File: src/verilog/prd_sched_pkg.sv
`default_nettype none

package prd_sched_pkg;

  // one-hot stage request codes
  typedef logic [2:0] stage_code_t;

  localparam stage_code_t stage_idle = 3'b000;
  localparam stage_code_t stage_prd  = 3'b001;
  localparam stage_code_t stage_new  = 3'b010;
  localparam stage_code_t stage_upd  = 3'b100;

  typedef enum logic [1:0] {
    ph_idle,
    ph_nonlinear,
    ph_1,
    ph_2
  } prd_phase_t;

  typedef logic [11:0] cnt_t;

  // step counts of the prediction sequence
  localparam cnt_t phase_2_start = 12'd18;
  localparam cnt_t seq_end       = 12'd35;
  localparam cnt_t block_n       = 12'd3;

  // issue to array input latency
  localparam cnt_t feed_delay = 12'd4;

  // result write-back and noise read slots
  localparam cnt_t wb_first  = 12'd10;
  localparam cnt_t wb_stride = 12'd2;
  localparam cnt_t m_first   = 12'd4;
  localparam cnt_t m_stride  = 12'd2;

endpackage

`default_nettype wire

File: src/verilog/bank_pkg.sv
`default_nettype none

package bank_pkg;

  // systolic array width and temp bank depth
  localparam int lanes_c   = 4;
  localparam int bank_aw_c = 12;

  // temp bank layout for the prediction stage, three rows per block
  localparam logic [bank_aw_c-1:0] f_xi_off   = 12'd0;
  localparam logic [bank_aw_c-1:0] f_xi_t_off = 12'd3;
  localparam logic [bank_aw_c-1:0] t_cov_off  = 12'd6;
  localparam logic [bank_aw_c-1:0] f_cov_off  = 12'd9;
  localparam logic [bank_aw_c-1:0] m_t_off    = 12'd12;

  // one temp bank port command
  typedef struct packed {
    logic                 en;
    logic                 we;
    logic [bank_aw_c-1:0] addr;
    logic                 din_sel;
    logic                 dout_sel;
  } bank_cmd_t;

  // array input and output source selects
  typedef struct packed {
    logic       a_sel;
    logic [1:0] b_sel;
    logic [1:0] m_sel;
    logic [1:0] c_sel;
  } pe_sel_t;

  // per lane enables of the array ports
  typedef struct packed {
    logic [lanes_c-1:0] a;
    logic [lanes_c-1:0] b;
    logic [lanes_c-1:0] m;
    logic [lanes_c-1:0] c;
  } pe_en_t;

endpackage

`default_nettype wire
File: src/verilog/pe_config_top.sv
`timescale 1ns/100ps
`default_nettype none

module pe_config_top
  import bank_pkg::*;
  import prd_sched_pkg::*;
#(
  parameter int LANES = lanes_c
) (
  input  logic        clk,
  input  logic        sys_rst,
  input  stage_code_t stage_val,
  output logic        stage_rdy,
  input  logic        nl_start_val,
  output logic        nl_start_rdy,
  input  logic        nl_done_rdy,
  output logic        nl_done_val,
  output bank_cmd_t   bank_a [LANES],
  output bank_cmd_t   bank_b [LANES],
  output pe_sel_t     pe_sel_lanes [LANES],
  output pe_en_t      pe_en,
  output logic        new_cal_en,
  output logic        new_cal_done
);

  prd_phase_t phase;
  cnt_t       cnt;
  bank_cmd_t  port_a_cmd;
  bank_cmd_t  port_b_cmd;
  pe_sel_t    pe_sel;

  prd_stage_ctrl u_ctrl (
    .clk          (clk),
    .sys_rst      (sys_rst),
    .stage_val    (stage_val),
    .stage_rdy    (stage_rdy),
    .nl_start_val (nl_start_val),
    .nl_start_rdy (nl_start_rdy),
    .nl_done_rdy  (nl_done_rdy),
    .nl_done_val  (nl_done_val),
    .phase        (phase),
    .cnt          (cnt)
  );

  prd_cmd_decode u_decode (
    .clk          (clk),
    .sys_rst      (sys_rst),
    .phase        (phase),
    .cnt          (cnt),
    .port_a_cmd   (port_a_cmd),
    .port_b_cmd   (port_b_cmd),
    .pe_sel       (pe_sel),
    .pe_en        (pe_en),
    .new_cal_en   (new_cal_en),
    .new_cal_done (new_cal_done)
  );

  // systolic stagger of both bank ports and the array selects
  skew_line #(
    .payload_t (bank_cmd_t),
    .LANES     (LANES)
  ) u_skew_a (
    .clk  (clk),
    .din  (port_a_cmd),
    .dout (bank_a)
  );

  skew_line #(
    .payload_t (bank_cmd_t),
    .LANES     (LANES)
  ) u_skew_b (
    .clk  (clk),
    .din  (port_b_cmd),
    .dout (bank_b)
  );

  skew_line #(
    .payload_t (pe_sel_t),
    .LANES     (LANES)
  ) u_skew_sel (
    .clk  (clk),
    .din  (pe_sel),
    .dout (pe_sel_lanes)
  );

endmodule

`default_nettype wire

File: src/verilog/skew_line.sv
`timescale 1ns/100ps
`default_nettype none

module skew_line #(
  parameter type payload_t = logic [15:0],
  parameter int  LANES     = 4
) (
  input  logic     clk,
  input  payload_t din,
  output payload_t dout [LANES]
);

  // each lane sits one stage behind the previous one
  always_ff @(posedge clk) begin
    dout[0] <= din;
    for (int k = 1; k < LANES; k++) begin
      dout[k] <= dout[k-1];
    end
  end

endmodule

`default_nettype wire

File: src/verilog/prd_cmd_decode.sv
`timescale 1ns/100ps
`default_nettype none

module prd_cmd_decode
  import bank_pkg::*;
  import prd_sched_pkg::*;
(
  input  logic       clk,
  input  logic       sys_rst,
  input  prd_phase_t phase,
  input  cnt_t       cnt,
  output bank_cmd_t  port_a_cmd,
  output bank_cmd_t  port_b_cmd,
  output pe_sel_t    pe_sel,
  output pe_en_t     pe_en,
  output logic       new_cal_en,
  output logic       new_cal_done
);

  // lanes covered by one 3x3 block
  localparam logic [lanes_c-1:0] blk_mask = lanes_c'((1 << block_n) - 1);

  cnt_t      r;
  cnt_t      wb_idx;
  cnt_t      m_idx;
  logic      wb_hit;
  logic      m_hit;
  logic      feed;
  bank_cmd_t a_nxt;
  bank_cmd_t b_nxt;
  pe_sel_t   sel_nxt;
  pe_en_t    en_nxt;
  logic      cal_en_nxt;
  logic      cal_done_nxt;

  function automatic bank_cmd_t rd_cmd(input logic [bank_aw_c-1:0] addr, input logic dsel);
    bank_cmd_t cmd;
    cmd          = '0;
    cmd.en       = 1'b1;
    cmd.addr     = addr;
    cmd.dout_sel = dsel;
    return cmd;
  endfunction

  function automatic bank_cmd_t wr_cmd(input logic [bank_aw_c-1:0] addr);
    bank_cmd_t cmd;
    cmd      = '0;
    cmd.en   = 1'b1;
    cmd.we   = 1'b1;
    cmd.addr = addr;
    return cmd;
  endfunction

  // phase 2 steps count from its own start
  assign r    = (phase == ph_2) ? cnt - phase_2_start : cnt;
  assign feed = (r < block_n);

  // write-back and noise slots, one per block row
  always_comb begin
    wb_hit = 1'b0;
    wb_idx = '0;
    m_hit  = 1'b0;
    m_idx  = '0;
    for (int i = 0; i < block_n; i++) begin
      if (r == wb_first + wb_stride * cnt_t'(i)) begin
        wb_hit = 1'b1;
        wb_idx = cnt_t'(i);
      end
      if (r == m_first + m_stride * cnt_t'(i)) begin
        m_hit = 1'b1;
        m_idx = cnt_t'(i);
      end
    end
  end

  always_comb begin
    a_nxt        = '0;
    b_nxt        = '0;
    sel_nxt      = '0;
    en_nxt       = '0;
    cal_en_nxt   = 1'b0;
    cal_done_nxt = 1'b0;
    case (phase)
      ph_1: begin
        // jacobian times covariance into f_cov
        en_nxt.a = blk_mask;
        en_nxt.b = blk_mask;
        en_nxt.c = blk_mask;
        if (feed) begin
          a_nxt = rd_cmd(f_xi_off + r, 1'b0);
          b_nxt = rd_cmd(t_cov_off + r, 1'b0);
        end else if (wb_hit) begin
          b_nxt = wr_cmd(f_cov_off + wb_idx);
        end
      end
      ph_2: begin
        // f_cov times covariance plus noise back into t_cov
        en_nxt.a      = blk_mask;
        en_nxt.b      = blk_mask;
        en_nxt.m      = blk_mask;
        en_nxt.c      = blk_mask;
        sel_nxt.m_sel = 2'b01;
        if (feed) begin
          a_nxt = rd_cmd(f_cov_off + r, 1'b0);
          b_nxt = rd_cmd(f_xi_off + r, 1'b0);
        end else if (m_hit) begin
          // noise rows leave on the port A alternate output
          a_nxt = rd_cmd(m_t_off + m_idx, 1'b1);
        end
        if (wb_hit) begin
          b_nxt = wr_cmd(t_cov_off + wb_idx);
        end
      end
      default: begin
        a_nxt = '0;
      end
    endcase
    if (phase == ph_1 || phase == ph_2) begin
      cal_en_nxt   = (r >= feed_delay) && (r < feed_delay + block_n);
      cal_done_nxt = (r == feed_delay + block_n);
    end
  end

  always_ff @(posedge clk) begin
    if (sys_rst) begin
      port_a_cmd   <= '0;
      port_b_cmd   <= '0;
      pe_sel       <= '0;
      pe_en        <= '0;
      new_cal_en   <= 1'b0;
      new_cal_done <= 1'b0;
    end else begin
      port_a_cmd   <= a_nxt;
      port_b_cmd   <= b_nxt;
      pe_sel       <= sel_nxt;
      pe_en        <= en_nxt;
      new_cal_en   <= cal_en_nxt;
      new_cal_done <= cal_done_nxt;
    end
  end

endmodule

`default_nettype wire

File: src/verilog/prd_stage_ctrl.sv
`timescale 1ns/100ps
`default_nettype none

module prd_stage_ctrl
  import prd_sched_pkg::*;
(
  input  logic        clk,
  input  logic        sys_rst,
  input  stage_code_t stage_val,
  output logic        stage_rdy,
  input  logic        nl_start_val,
  output logic        nl_start_rdy,
  input  logic        nl_done_rdy,
  output logic        nl_done_val,
  output prd_phase_t  phase,
  output cnt_t        cnt
);

  stage_code_t stage_q;
  logic        start_xfer;
  logic        done_xfer;

  // requests are only taken while no stage is running
  assign stage_rdy = (stage_q == stage_idle);

  // prediction accepted, waiting for the nonlinear unit to start
  assign nl_start_rdy = (stage_q == stage_prd) && (phase == ph_idle);
  assign nl_done_val  = (phase == ph_nonlinear);

  assign start_xfer = nl_start_rdy && nl_start_val;
  assign done_xfer  = nl_done_val && nl_done_rdy;

  always_ff @(posedge clk) begin
    if (sys_rst) begin
      stage_q <= stage_idle;
      phase   <= ph_idle;
      cnt     <= '0;
    end else begin
      case (phase)
        ph_idle: begin
          // new and update codes complete the transfer and are dropped
          if (stage_rdy && stage_val == stage_prd) begin
            stage_q <= stage_prd;
          end else if (start_xfer) begin
            phase <= ph_nonlinear;
          end
        end
        ph_nonlinear: begin
          if (done_xfer) begin
            phase <= ph_1;
            cnt   <= '0;
          end
        end
        ph_1: begin
          if (cnt == phase_2_start - 12'd1) begin
            phase <= ph_2;
          end
          cnt <= cnt + 12'd1;
        end
        ph_2: begin
          // last step of phase 2 hands the stage back
          if (cnt == seq_end) begin
            phase   <= ph_idle;
            stage_q <= stage_idle;
            cnt     <= '0;
          end else begin
            cnt <= cnt + 12'd1;
          end
        end
        default: begin
          phase <= ph_idle;
        end
      endcase
    end
  end

endmodule

`default_nettype wire

File: config.mk
export PLATFORM = sky130hd
export DESIGN_NAME = pe_config_top
export DESIGN_NICKNAME = d
export VERILOG_FILES = /design/src/verilog/prd_sched_pkg.sv /design/src/verilog/bank_pkg.sv /design/src/verilog/pe_config_top.sv /design/src/verilog/skew_line.sv /design/src/verilog/prd_cmd_decode.sv /design/src/verilog/prd_stage_ctrl.sv
export SDC_FILE = /design/constraint.sdc
export NUM_CORES = 1
export LEC_CHECK = 0
export ABC_CLOCK_PERIOD_IN_PS = 5800
export BUFFER_PORTS_ARGS = -buffer_cell sky130_fd_sc_hd__clkbuf_2
export CORE_ASPECT_RATIO = 0.7
export CORE_MARGIN = 2
export CORE_UTILIZATION = 40
export CTS_BUF_LIST = sky130_fd_sc_hd__clkbuf_2 sky130_fd_sc_hd__clkbuf_4 sky130_fd_sc_hd__clkbuf_8
export DETAILED_ROUTE_END_ITERATION = 10
export GPL_TIMING_DRIVEN = 1
export PLACE_DENSITY_LB_ADDON = 0.15
export SYNTH_ARGS = -nofsm -noshare
export SYNTH_HDL_FRONTEND = slang
export SYNTH_SLANG_ARGS = --single-unit
File: constraint.sdc
create_clock -name clk -period 5.8 [get_ports clk]
set_clock_uncertainty 0.2 [all_clocks]
set_input_delay 0.29 -clock clk [delete_from_list [all_inputs] [get_ports clk]]
set_output_delay 0.29 -clock clk [all_outputs]
set_load 0.02 [all_outputs]
==> results.env, run 1 <==
POWER_PER_CELL_AREA_mW_PER_MM2=393
FLOORPLAN.DIE_AREA_SQ_MM=0.0136
SEQUENTIAL_STANDARD_CELL_AREA_SQ_MM=0.00326
FMAX_GHz=0.310
TIMING.MAX_CAP.VIOLATIONS=0
AGGREGATE_ROUTED_WIRE_LENGTH_MM=9.41
FINAL_NET_COUNT=606
LARGEST_FANOUT_ON_THE_CRITICAL_PATH=23
P_LEAK_nW=2.84
SETUP_VIOLATIONS=0
GPL.FINAL_WEIGHTED_CONGESTION=0.903
ANTENNA_FOUND_INITIAL=0
POSTCTSSETUPREPAIRBUFS=0
GRT_FIRST_PASS_WIRELENGTH_MM=15.4
TOTALNEGATIVESETUPSLACK_NS=0
ANTENNADIODECOUNT=0
LAYOUTNONFILLERINSTCOUNT=761
CTS.CLK_SLEW.WORST_PATHS_NS=0.09
DR.PASS1.ITERS=4
CLOCK_POWER_SHARE_PCT=33.4
SYNTH_ENABLE_FLOP_CELLS=0
DOMINANTREGCELLSYNTH='dfxtp_1'
NUM_VIAS=3350
TIMING.CRITICAL_PATH.TO_TYPE='flip-flop'
ROWS=34
ROUTE.MET3.WL_UM=898
NETLIST_AREA_SQ_MM=0.00506
TIMING.FINAL.CRIT_SHARE_PCT=55.7
MULTI_INPUT_COMB_AREA_SQ_MM=0.00149
POST_DRT_WL_PER_CELL_UM=12.4
INTERNAL_POWER_mW=1.63
TIMING.SLEW.HEADROOM_PCT=45.8
YOSYSWARNINGCOUNT=0
GRT_USE_TOTAL_PCT=14.1
DRIVE_GT1_SHARE_PCT=31.4
GRT_START_MAX_NET_PINS=24
NUMBER_OF_PLACED_INSTANCES_WITH_TAPS_INCLUDED=728
FINAL.FILL_COUNT=1148
WL_MET1_MM=4.42
DIE-WIDTH_UM=138
FINAL_HOLD_VIOLS=0
RSZ0062_AT_GRT='no'
CORE_AREA_SQ_MM=0.0124
SYN-INSTANCE-COUNT=434
SYNTHDISTINCTLIBCELLS=58
TOTAL_SWITCHING_POWER_mW=0.781
POST_SYNTHESIS_SEQUENTIAL_AREA_RATIO_PCT=64.4
VIAS_PER_CELL=4.40
DETAIL-ROUTE-ANTENNA-NETS=0
TOP_LAYER_USED='met4'
NETSWITCHINGFRACTION_PCT=32.4
TOTAL_LENGTH_OF_ROUTED_MET2_WIRES_MM=3.99
YS_ASYNC_SR_FRACTION_PCT=0
YOSYS_REGISTER_BITS=163
TOT_PWR_mW=2.41
START_KIND='flip-flop'
HPWL_MM=6.88
NUMCTSBUFFERS=17
ROUTE.DETAILED.DRC=0
INITIAL_STANDARD_CELL_UTILIZATION_OF_THE_CORE_PCT=40.9
POWER.COMBINATIONAL.FRACTION_PCT=16.0
CRIT_REQUIRED_NS=5.91
WORSTMARGINPINSLEW_NS=0.812
FINAL_MAX_SLEW_VIOL_COUNT=0
WORSTHOLDPATHTYPE='primary input to flip-flop'
STATUS='finished clean'
SYN_TO_FINAL_GROWTH_PCT=21.1
INSERTION_DELAY_NS=0.44
DIE_HEIGHT_UM=98.1
CTS_HTREE_LEVELS=4
FIN_UTIL_PCT=49.5
CTS_TREE='done'
PERIOD_NEEDED_NS=3.23
SEQPWRFRAC_PCT=50.6
CLOCK_TREE.BUFFER_DEPTH=2
CLOCK-ROOT-BUFFER='clkbuf_8'
CRITICAL_PATH_ARRIVAL_NS=3.34
INITIALDRTVIOLATIONCOUNT=136
CTS_NUM_SINKS=163
GR-TOTAL-OVERFLOW=0
PORT-BUFFER-COUNT=139
FLOORPLAN.IO_PINS=184
FIRST_GLOBAL_VIAS=3056
TIMING.SETUP.CRITICAL_PATH_CLASS='flip-flop to flip-flop'
POSTSYNTHAREAPERCELL_SQ_UM=11.7
WORST_IR_DROP_VDD_uV=194
==> worst max-delay path, cell delays in order, from the launching register on <==
cell	delay, ns
dfxtp_1	0.39
ha_1	0.71
xor2_1	0.40
inv_1	0.15
ha_1	0.29
nand2_1	0.10
nor3_1	0.06
a41o_1	0.24
o41ai_2	0.45
a21oi_1	0.13
==> Yosys cell counts, types with 2 or more instances <==
library cell / n / share of area [%]
dfxtp_1: 163 / 64
buf_4: 55 / 8.2
nor2_1: 35 / 2.6
nand2_1: 21 / 1.6
a21oi_1: 15 / 1.5
ha_1: 13 / 3.2
inv_1: 13 / 0.96
nand3_1: 9 / 0.89
nor3_1: 8 / 0.79
xnor2_1: 8 / 1.4
buf_2: 6 / 0.59
o21ai_0: 6 / 0.59
or2_2: 5 / 0.62
a211o_1: 4 / 0.69
and2_1: 4 / 0.49
nor2b_1: 4 / 0.49
nor4_1: 4 / 0.49
nor4bb_1: 4 / 0.79
xor2_1: 4 / 0.69
clkbuf_1: 3 / 0.22
mux2i_1: 3 / 0.59
nand3b_1: 3 / 0.44
a211oi_1: 2 / 0.30
and4_1: 2 / 0.35
buf_6: 2 / 0.44
nand4_1: 2 / 0.25
nor4b_1: 2 / 0.35
o31ai_1: 2 / 0.30
o41ai_2: 2 / 0.64
or3_1: 2 / 0.25
==> power groups by stage <==
stage          Sequential, mW  Clock (mW)  Combinational (mW)
3_3_place_gp             1.25           0               0.375
3_5_place_dp             1.25           0               0.382
4_1_cts                  1.22       0.837               0.384
5_1_grt                  1.23       0.884               0.423
6_report                 1.22       0.806               0.385
2_1_floorplan            1.28           0               0.272
==> timing repair <==
item	4_1_cts	5_1_grt
gates resized for setup	0	0
hold endpoints to repair	1	0
hold buffers	1	0
setup endpoints to repair	0	0
==> layer usage <==
| layer | vias to the layer above | global-route usage (%) |
|---|---|---|
| met5 | - | 0 |
| met4 | 0 | 5.89 |
| met3 | 10 | 5.05 |
| met2 | 169 | 19.9 |
| met1 | 1517 | 19.5 |
| li1 | 1654 | - |
==> final cells by class <==
cell class                 instances  share of cell area [%]
timing repair buffer             140                    11.5
clock inverter                    15                    2.96
tap                              162                    3.31
clock buffer                      17                    3.82
inverter                          14                   0.857
sequential                       163                    53.2
multi-input combinational        250                    24.3
==> layout by cell type (no fill, tap or decap), types with 5 or more instances in the layout <==
master | netlist | layout
dfxtp_1 | 163 | 163
clkbuf_2 | 0 | 139
conb_1 | 1 | 60
nor2_1 | 35 | 35
nand2_1 | 21 | 21
clkbuf_8 | 0 | 17
a21oi_1 | 15 | 15
inv_1 | 13 | 13
ha_1 | 13 | 13
nand3_1 | 9 | 9
xnor2_1 | 8 | 8
nor3_1 | 8 | 8
o21ai_0 | 6 | 6
or2_2 | 5 | 5
inv_8 | 0 | 5
==> path summary, 6_finish.rpt <==
path	startpoint	end	slack [ns]	cells past startpoint
max	u_ctrl.phase[1]	u_decode.port_a_cmd[15]	2.57	9
min	stage_val[2]	u_ctrl.stage_q[0]	0.08	5
max reg2reg	u_ctrl.phase[1]	u_decode.port_a_cmd[15]	2.57	9
min reg2reg	u_decode.port_a_cmd[3]	u_skew_a.dout[51]	0.12	0
==> sequential cells by signal, summed over array words and instances, names as in the netlist <==
| register | count |
|---|---|
| u_decode.port_a_cmd | 14 |
| u_skew_sel.dout | 4 |
| u_decode.port_b_cmd | 14 |
| u_decode.new_cal_done | 1 |
| u_ctrl.phase | 2 |
| u_decode.new_cal_en | 1 |
| u_ctrl.stage_q | 1 |
| u_decode.pe_en | 2 |
| u_skew_b.dout | 56 |
| u_skew_a.dout | 56 |
| u_ctrl.cnt | 12 |
==> through the flow <==
step | hold slack [ns] | area [sq um] | worst slack [ns]
floorplan | 0.110 | 5290 | 3.05
global placement | 0.110 | 5710 | 2.79
detailed placement | 0.112 | 5710 | 2.63
CTS | 0.0456 | 6130 | 2.62
global route | 0.0835 | 6130 | 2.39
finish | 0.0776 | 6130 | 2.57
==> kinds of logic after synthesis <==
logic type / count (synthesis) / synth area share (%)
AOI/OAI and AO/OA: 45 / 6.40
muxes: 3 / 0.593
adders and majority gates: 13 / 3.21
and+or+nand+nor: 117 / 12.8
DFF: 163 / 64.4
other: 1 / 0.0741
xor gates and xnor gates: 12 / 2.08
buffers and inverters: 80 / 10.5
Power figures use the tool's default switching activity.
==> run 2: changes to the inputs <==
--- a/config.mk
+++ b/config.mk
@@ -5,7 +5,8 @@
 export SDC_FILE = /design/constraint.sdc
 export NUM_CORES = 1
 export LEC_CHECK = 0
-export ABC_CLOCK_PERIOD_IN_PS = 5800
+export ABC_AREA = 1
+export ABC_CLOCK_PERIOD_IN_PS = 3250
 export BUFFER_PORTS_ARGS = -buffer_cell sky130_fd_sc_hd__clkbuf_2
 export CORE_ASPECT_RATIO = 0.7
 export CORE_MARGIN = 2
==> constraint.sdc (replaced) <==
create_clock -name clk -period 3.25 [get_ports clk]
set_clock_uncertainty 0.2 [all_clocks]
set_input_delay 0.1625 -clock clk [delete_from_list [all_inputs] [get_ports clk]]
set_output_delay 0.1625 -clock clk [all_outputs]
set_load 0.02 [all_outputs]
==> results.env, run 2 <==
CRITPATHMOSTFREQUENTCELL='nor2_1'
YOSYSWARNINGCOUNT=0
RSZ0062_AT_GRT='no'
POST_SYNTHESIS_SEQUENTIAL_AREA_RATIO_PCT=61.8
SYN-INSTANCE-COUNT=511
YOSYS.AREA.TOP_TYPE_SHARE_PCT=61.8
INTERNAL_POWER_mW=3.06
POST_CTS_RESIZE_COUNT=0
SYNTHDISTINCTLIBCELLS=34
SYN_TO_FINAL_GROWTH_PCT=22.1
PORT-BUFFER-COUNT=139
ANTENNADIODECOUNT=0
ROUTE.MET3.WL_UM=740
DOMINANTREGCELLSYNTH='dfxtp_1'
CLOCK-ROOT-BUFFER='clkbuf_8'
GR-TOTAL-OVERFLOW=0
FINAL_MAX_SLEW_VIOL_COUNT=0
GRT_FIRST_PASS_WIRELENGTH_MM=15.5
ROUTE.DETAILED.DRC=0
P_LEAK_nW=3.17
CTS_TREE='done'
NETLIST_AREA_SQ_MM=0.00528
WL_MET1_MM=4.66
NUMBER_OF_PLACED_INSTANCES_WITH_TAPS_INCLUDED=817
PERIOD_NEEDED_NS=2.65
SYNTH_ENABLE_FLOP_CELLS=0
SETUP_SLACK_NS=0.598
DETAIL-ROUTE-ANTENNA-NETS=0
CTS.CLK_SLEW.WORST_PATHS_NS=0.11
GRT_START_MAX_NET_PINS=21
VIAS_PER_CELL=4.10
CORE_AREA_SQ_MM=0.0130
TIMING.SLEW.HEADROOM_PCT=53.2
GPL.FINAL_WEIGHTED_CONGESTION=0.885
FINAL_NET_COUNT=695
FINAL.FILL_COUNT=1214
DRIVE_GT1_SHARE_PCT=31.7
TIMING.FINAL.CRIT_SHARE_PCT=81.6
POST_SYNTH_MOST_FREQUENT_CELLS='163 x dfxtp_1, 71 x nand2_1, 54 x buf_4'
TOTALNEGATIVESETUPSLACK_NS=0
POSTSYNTHAREAPERCELL_SQ_UM=10.3
TIMING.CRITICAL_PATH.TO_TYPE='flip-flop'
LAYOUTNONFILLERINSTCOUNT=854
FIRST_GLOBAL_VIAS=3213
FLOORPLAN.IO_PINS=184
GRT_USE_TOTAL_PCT=14.1
WORSTMARGINPINSLEW_NS=0.694
ANTENNA_FOUND_INITIAL=0
START_KIND='flip-flop'
AGGREGATE_ROUTED_WIRE_LENGTH_MM=9.76
TOTAL_SWITCHING_POWER_mW=1.68
CLOCK_POWER_SHARE_PCT=31.4
CLOCK_TREE.BUFFER_DEPTH=2
NUM_VIAS=3499
POST_DRT_WL_PER_CELL_UM=11.4
CRITICAL_PATH_ARRIVAL_NS=2.78
HPWL_MM=7.60
WORSTPATHCELLLIST='ha_1 -> xnor2_1 -> inv_1 -> ha_1 -> nor2_1 -> nand4_4 -> nand2_2 -> inv_1 -> nand2_1 -> nand2_1 -> nor2_1 -> nor2_1'
POWER.COMBINATIONAL.FRACTION_PCT=21.2
DR.PASS1.ITERS=4
YS_ASYNC_SR_FRACTION_PCT=0
TOP_LAYER_USED='met4'
CRITPATHSLOWESTCELL='dfxtp_1'
SYNTH.LARGEST_AREA_CELL='dfxtp_1'
CTS_HTREE_LEVELS=4
WORST_IR_DROP_VDD_uV=265
SETUP_VIOLATIONS=0
MOST_FREQUENT_CELLS_IN_THE_LAYOUT='163 x dfxtp_1, 139 x clkbuf_2, 71 x nand2_1, 60 x conb_1, 43 x inv_1'
TIMING.MAX_CAP.VIOLATIONS=0
WORSTHOLDPATHTYPE='flip-flop to flip-flop'
LARGEST_FANOUT_ON_THE_CRITICAL_PATH=9
PLACE_WS_NS=0.601
TOTAL_LENGTH_OF_ROUTED_MET2_WIRES_MM=4.26
YOSYS_REGISTER_BITS=163
SYNTH.MOST_COMMON_CELL='dfxtp_1'
FMAX_GHz=0.377
DIE_HEIGHT_UM=100
INITIALDRTVIOLATIONCOUNT=120
NUMCTSBUFFERS=17
ROWS=35
SYNTH_TOP_CELLS_BY_AREA='dfxtp_1 62%, buf_4 7.7%, nand2_1 5.0%, ha_1 3.1%, inv_1 3.1%'
TIMING.SETUP.CRITICAL_PATH_CLASS='flip-flop to flip-flop'
SEQPWRFRAC_PCT=47.4
POWER_PER_CELL_AREA_mW_PER_MM2=735
INITIAL_STANDARD_CELL_UTILIZATION_OF_THE_CORE_PCT=40.6
FLOORPLAN.DIE_AREA_SQ_MM=0.0141
CTS_NUM_SINKS=163
INSERTION_DELAY_NS=0.44
FINAL_HOLD_VIOLS=0
CRIT_REQUIRED_NS=3.38
CRIT_PATH_MAX_INCR_DELAY_NS=0.35
TOP_REGS='u_skew_a.dout: 56 flops, u_skew_b.dout: 56 flops'
NETSWITCHINGFRACTION_PCT=35.4
DIE-WIDTH_UM=141
STATUS='finished clean'
FINAL_COMMON_CELL='dfxtp_1'
==> run 2: what timing repair did <==
item,in CTS,in global routing
setup buffers,0,0
endpoints found under the hold margin,8,0
hold buffers,5,0
==> run 2: through the flow <==
stage                     total power [mW]  util (%)  hold WS [ns]  instance area, sq um
after floorplan                       3.08         -        0.0316                  5500
after global placement                3.29      45.9         0.110                  5960
after detailed placement              3.30      45.9         0.112                  5960
after CTS                             4.81      49.6         0.130                  6450
after global routing                  5.03      49.6         0.133                  6450
final                                 4.74      49.6         0.127                  6450
==> run 2: logic make-up (layout without fill, tap and decap cells) <==
group / count (synthesis) / count (layout) / synth area share (%)
xor gates and xnor gates: 3 / 3 / 0.498
other: 1 / 60 / 0.0710
and+or+nand+nor: 192 / 192 / 19.2
buffers and inverters: 111 / 229 / 12.3
adders and majority gates: 13 / 13 / 3.08
DFF: 163 / 163 / 61.8
AOI/OAI and AO/OA: 28 / 28 / 3.03
==> run 2: final cells by class <==
cell class | instances | area [sq um] | share of cell area (%)
Timing Repair Buffer | 145 | 753 | 11.7
Tap cell | 166 | 208 | 3.22
Clock buffer | 17 | 234 | 3.63
Inverter | 52 | 200 | 3.10
Sequential cell | 163 | 3260 | 50.6
Clock inverter | 15 | 199 | 3.09
Multi-Input combinational cell | 296 | 1590 | 24.7
==> run 2: final timing paths <==
check                         start                endpoint  slack (ns)  depth (start not counted)
min          u_decode.port_a_cmd[8]       u_skew_a.dout[56]        0.13                          0
min reg2reg  u_decode.port_a_cmd[8]       u_skew_a.dout[56]        0.13                          0
max                 u_ctrl.phase[0]  u_decode.port_b_cmd[2]        0.60                         12
max reg2reg         u_ctrl.phase[0]  u_decode.port_b_cmd[2]        0.60                         12
==> run 2: power by group through the flow <==
stage,sequential (mW),clock [mW],combinational (mW)
detailed placement,2.30,0,1.00
global placement,2.29,0,1.00
floorplan,2.40,0,0.678
global route,2.27,1.64,1.12
finish,2.25,1.49,1.00
CTS,2.25,1.55,1.01
==> run 2: routing by layer <==
metal | track usage, % | up-vias
met5 | 0 | -
met2 | 20.9 | 131
li1 | - | 1824
met4 | 5.38 | 0
met1 | 19.0 | 1535
met3 | 5.10 | 9
==> run 2: critical path, delay by kind of cell, from the launching register on <==
kind	cells	cell delay, ns
DFF	1	0.35
and+or+nand+nor	7	0.94
xor gates and xnor gates	1	0.33
buffers and inverters	2	0.23
adders and majority gates	2	0.50
==> run 3: changes to the inputs <==
--- a/config.mk
+++ b/config.mk
@@ -6,7 +6,7 @@
 export NUM_CORES = 1
 export LEC_CHECK = 0
 export ABC_AREA = 1
-export ABC_CLOCK_PERIOD_IN_PS = 3250
+export ABC_CLOCK_PERIOD_IN_PS = 2660
 export BUFFER_PORTS_ARGS = -buffer_cell sky130_fd_sc_hd__clkbuf_2
 export CORE_ASPECT_RATIO = 0.7
 export CORE_MARGIN = 2
==> constraint.sdc (replaced) <==
create_clock -name clk -period 2.66 [get_ports clk]
set_clock_uncertainty 0.2 [all_clocks]
set_input_delay 0.133 -clock clk [delete_from_list [all_inputs] [get_ports clk]]
set_output_delay 0.133 -clock clk [all_outputs]
set_load 0.02 [all_outputs]
==> results.env, run 3 (same netlist as run 2, synthesis figures left out) <==
FINAL_HOLD_VIOLS=0
GRT_FIRST_PASS_WIRELENGTH_MM=16.0
FINAL_NET_COUNT=702
CTS_HTREE_LEVELS=4
DETAIL-ROUTE-ANTENNA-NETS=0
TIMING.FINAL.CRIT_SHARE_PCT=89.0
WORST_IR_DROP_VDD_uV=406
TOT_PWR_mW=5.85
ANTENNADIODECOUNT=0
CRITICAL_PATH_ARRIVAL_NS=2.54
MOST_FREQUENT_CELLS_IN_THE_LAYOUT='160 x dfxtp_1, 139 x clkbuf_2, 71 x nand2_1, 60 x conb_1, 43 x inv_1'
NUM_VIAS=3579
NUMCTSBUFFERS=17
DIE-WIDTH_UM=141
TOTALNEGATIVESETUPSLACK_NS=0
FINAL_COMMON_CELL='dfxtp_1'
CRITPATHSLOWESTCELL='dfxtp_2'
DRIVE_GT1_SHARE_PCT=33.5
START_KIND='flip-flop'
STATUS='finished clean'
CRIT_PATH_MAX_INCR_DELAY_NS=0.37
FLOORPLAN.IO_PINS=184
POWER_PER_CELL_AREA_mW_PER_MM2=895
POST_DRT_WL_PER_CELL_UM=11.7
FIRST_GLOBAL_VIAS=3232
PERIOD_NEEDED_NS=2.37
CRIT_REQUIRED_NS=2.83
P_LEAK_nW=3.20
ANTENNA_FOUND_INITIAL=0
GRT_USE_TOTAL_PCT=14.5
DR.PASS1.ITERS=4
FMAX_GHz=0.422
INITIAL_STANDARD_CELL_UTILIZATION_OF_THE_CORE_PCT=40.6
TOP_REGS='u_skew_a.dout: 56 flops, u_skew_b.dout: 56 flops'
SYN_TO_FINAL_GROWTH_PCT=23.7
FINAL.FILL_COUNT=1244
DIE_HEIGHT_UM=100
PORT-BUFFER-COUNT=139
FLOORPLAN.DIE_AREA_SQ_MM=0.0141
VIAS_PER_CELL=4.16
MULTI_INPUT_COMB_AREA_SQ_MM=0.00162
FIN_UTIL_PCT=50.2
WORSTHOLDPATHTYPE='flip-flop to flip-flop'
GRT_START_MAX_NET_PINS=21
WORSTPATHCELLLIST='inv_1 -> ha_1 -> nand2_1 -> inv_1 -> nor2_4 -> inv_1 -> nor3_2 -> inv_1 -> nor2_2 -> nand3_1 -> nor3_2 -> nand2_1 -> nand2_1 -> nor3b_1'
CLOCK-ROOT-BUFFER='clkbuf_8'
FINAL.HOLD.WORST_SLACK_NS=0.128
SEQUENTIAL_STANDARD_CELL_AREA_SQ_MM=0.00327
CLOCK_TREE.BUFFER_DEPTH=2
CRITPATHMOSTFREQUENTCELL='inv_1'
ROWS=35
INSERTION_DELAY_NS=0.44
FINAL_MAX_SLEW_VIOL_COUNT=0
GPL.FINAL_WEIGHTED_CONGESTION=0.863
LARGEST_FANOUT_ON_THE_CRITICAL_PATH=6
CTS.CLK_SLEW.WORST_PATHS_NS=0.11
CTS_NUM_SINKS=163
TIMING.CRITICAL_PATH.TO_TYPE='flip-flop'
AGGREGATE_ROUTED_WIRE_LENGTH_MM=10.1
TIMING.SETUP.CRITICAL_PATH_CLASS='flip-flop to flip-flop'
CORE_AREA_SQ_MM=0.0130
CTS_TREE='done'
ROUTE.DETAILED.DRC=0
INITIALDRTVIOLATIONCOUNT=125
TIMING.MAX_CAP.VIOLATIONS=0
HPWL_MM=7.75
SETUP_VIOLATIONS=0
GR-TOTAL-OVERFLOW=0
-- run 3: cell types whose count changed in the layout (fill, tap and decap cells not counted), sizes merged --
cell and delta:
buf +7, clkinv +1, inv -1
-- run 3: critical path: cells and delay by family (launching register included) --
family,cells,cell delay (ns)
simple gates,9,1.19
flops,1,0.37
buf+inv,4,0.34
fa+ha+maj,1,0.22
-- run 3: power by group --
part	internal, mW	leakage, nW	switching (mW)
clock	0.743	0.214	1.08
combinational	0.405	1.64	0.881
sequential	2.63	1.35	0.107
-- run 3: metrics by stage --
| stage | setup slack [ns] | instance area [sq um] | cells |
|---|---|---|---|
| 2_1_floorplan | 0.122 | 5500 | 570 |
| 3_3_place_gp | 0.172 | 6020 | 824 |
| 3_5_place_dp | 0.113 | 6020 | 824 |
| 4_1_cts | 0.110 | 6500 | 861 |
| 5_1_grt | -0.00704 | 6530 | 861 |
| 6_report | 0.292 | 6530 | 861 |
-- run 3: layout make-up --
class | count | share of cell area [%]
Sequential cell | 163 | 50.0
Multi-Input combinational cell | 296 | 24.8
Tap cell | 166 | 3.18
Timing Repair Buffer | 152 | 12.3
Inverter | 52 | 3.06
Clock inverter | 15 | 3.04
Clock buffer | 17 | 3.58
-- run 3: final timing paths --
| check | slack, ns | cells past startpoint | endpoint | start |
|---|---|---|---|---|
| worst max-delay path | 0.29 | 14 | u_ctrl.cnt[10] | u_ctrl.phase[1] |
| worst min-delay path | 0.13 | 0 | u_skew_b.dout[62] | u_decode.port_b_cmd[14] |
| worst max register to register | 0.29 | 14 | u_ctrl.cnt[10] | u_ctrl.phase[1] |
| worst min register to register | 0.13 | 0 | u_skew_b.dout[62] | u_decode.port_b_cmd[14] |
-- run 3: timing repair --
action | in CTS | in global routing
endpoints found under the hold margin | 12 | 0
buffers inserted | 0 | 0
resized for setup | 0 | 10
endpoints found under the setup margin | 0 | 13
hold buffers | 5 | 0
-- run 3: routing by layer --
metal / vias up / share of wire (%) / global-route usage (%) / wire length (um)
met3: 7 / 6.7 / 4.53 / 675
met5: - / 0 / 0 / 0
li1: 1838 / - / - / -
met2: 123 / 43 / 21.4 / 4290
met1: 1611 / 50 / 20.3 / 5030
met4: 0 / 0.86 / 5.00 / 87
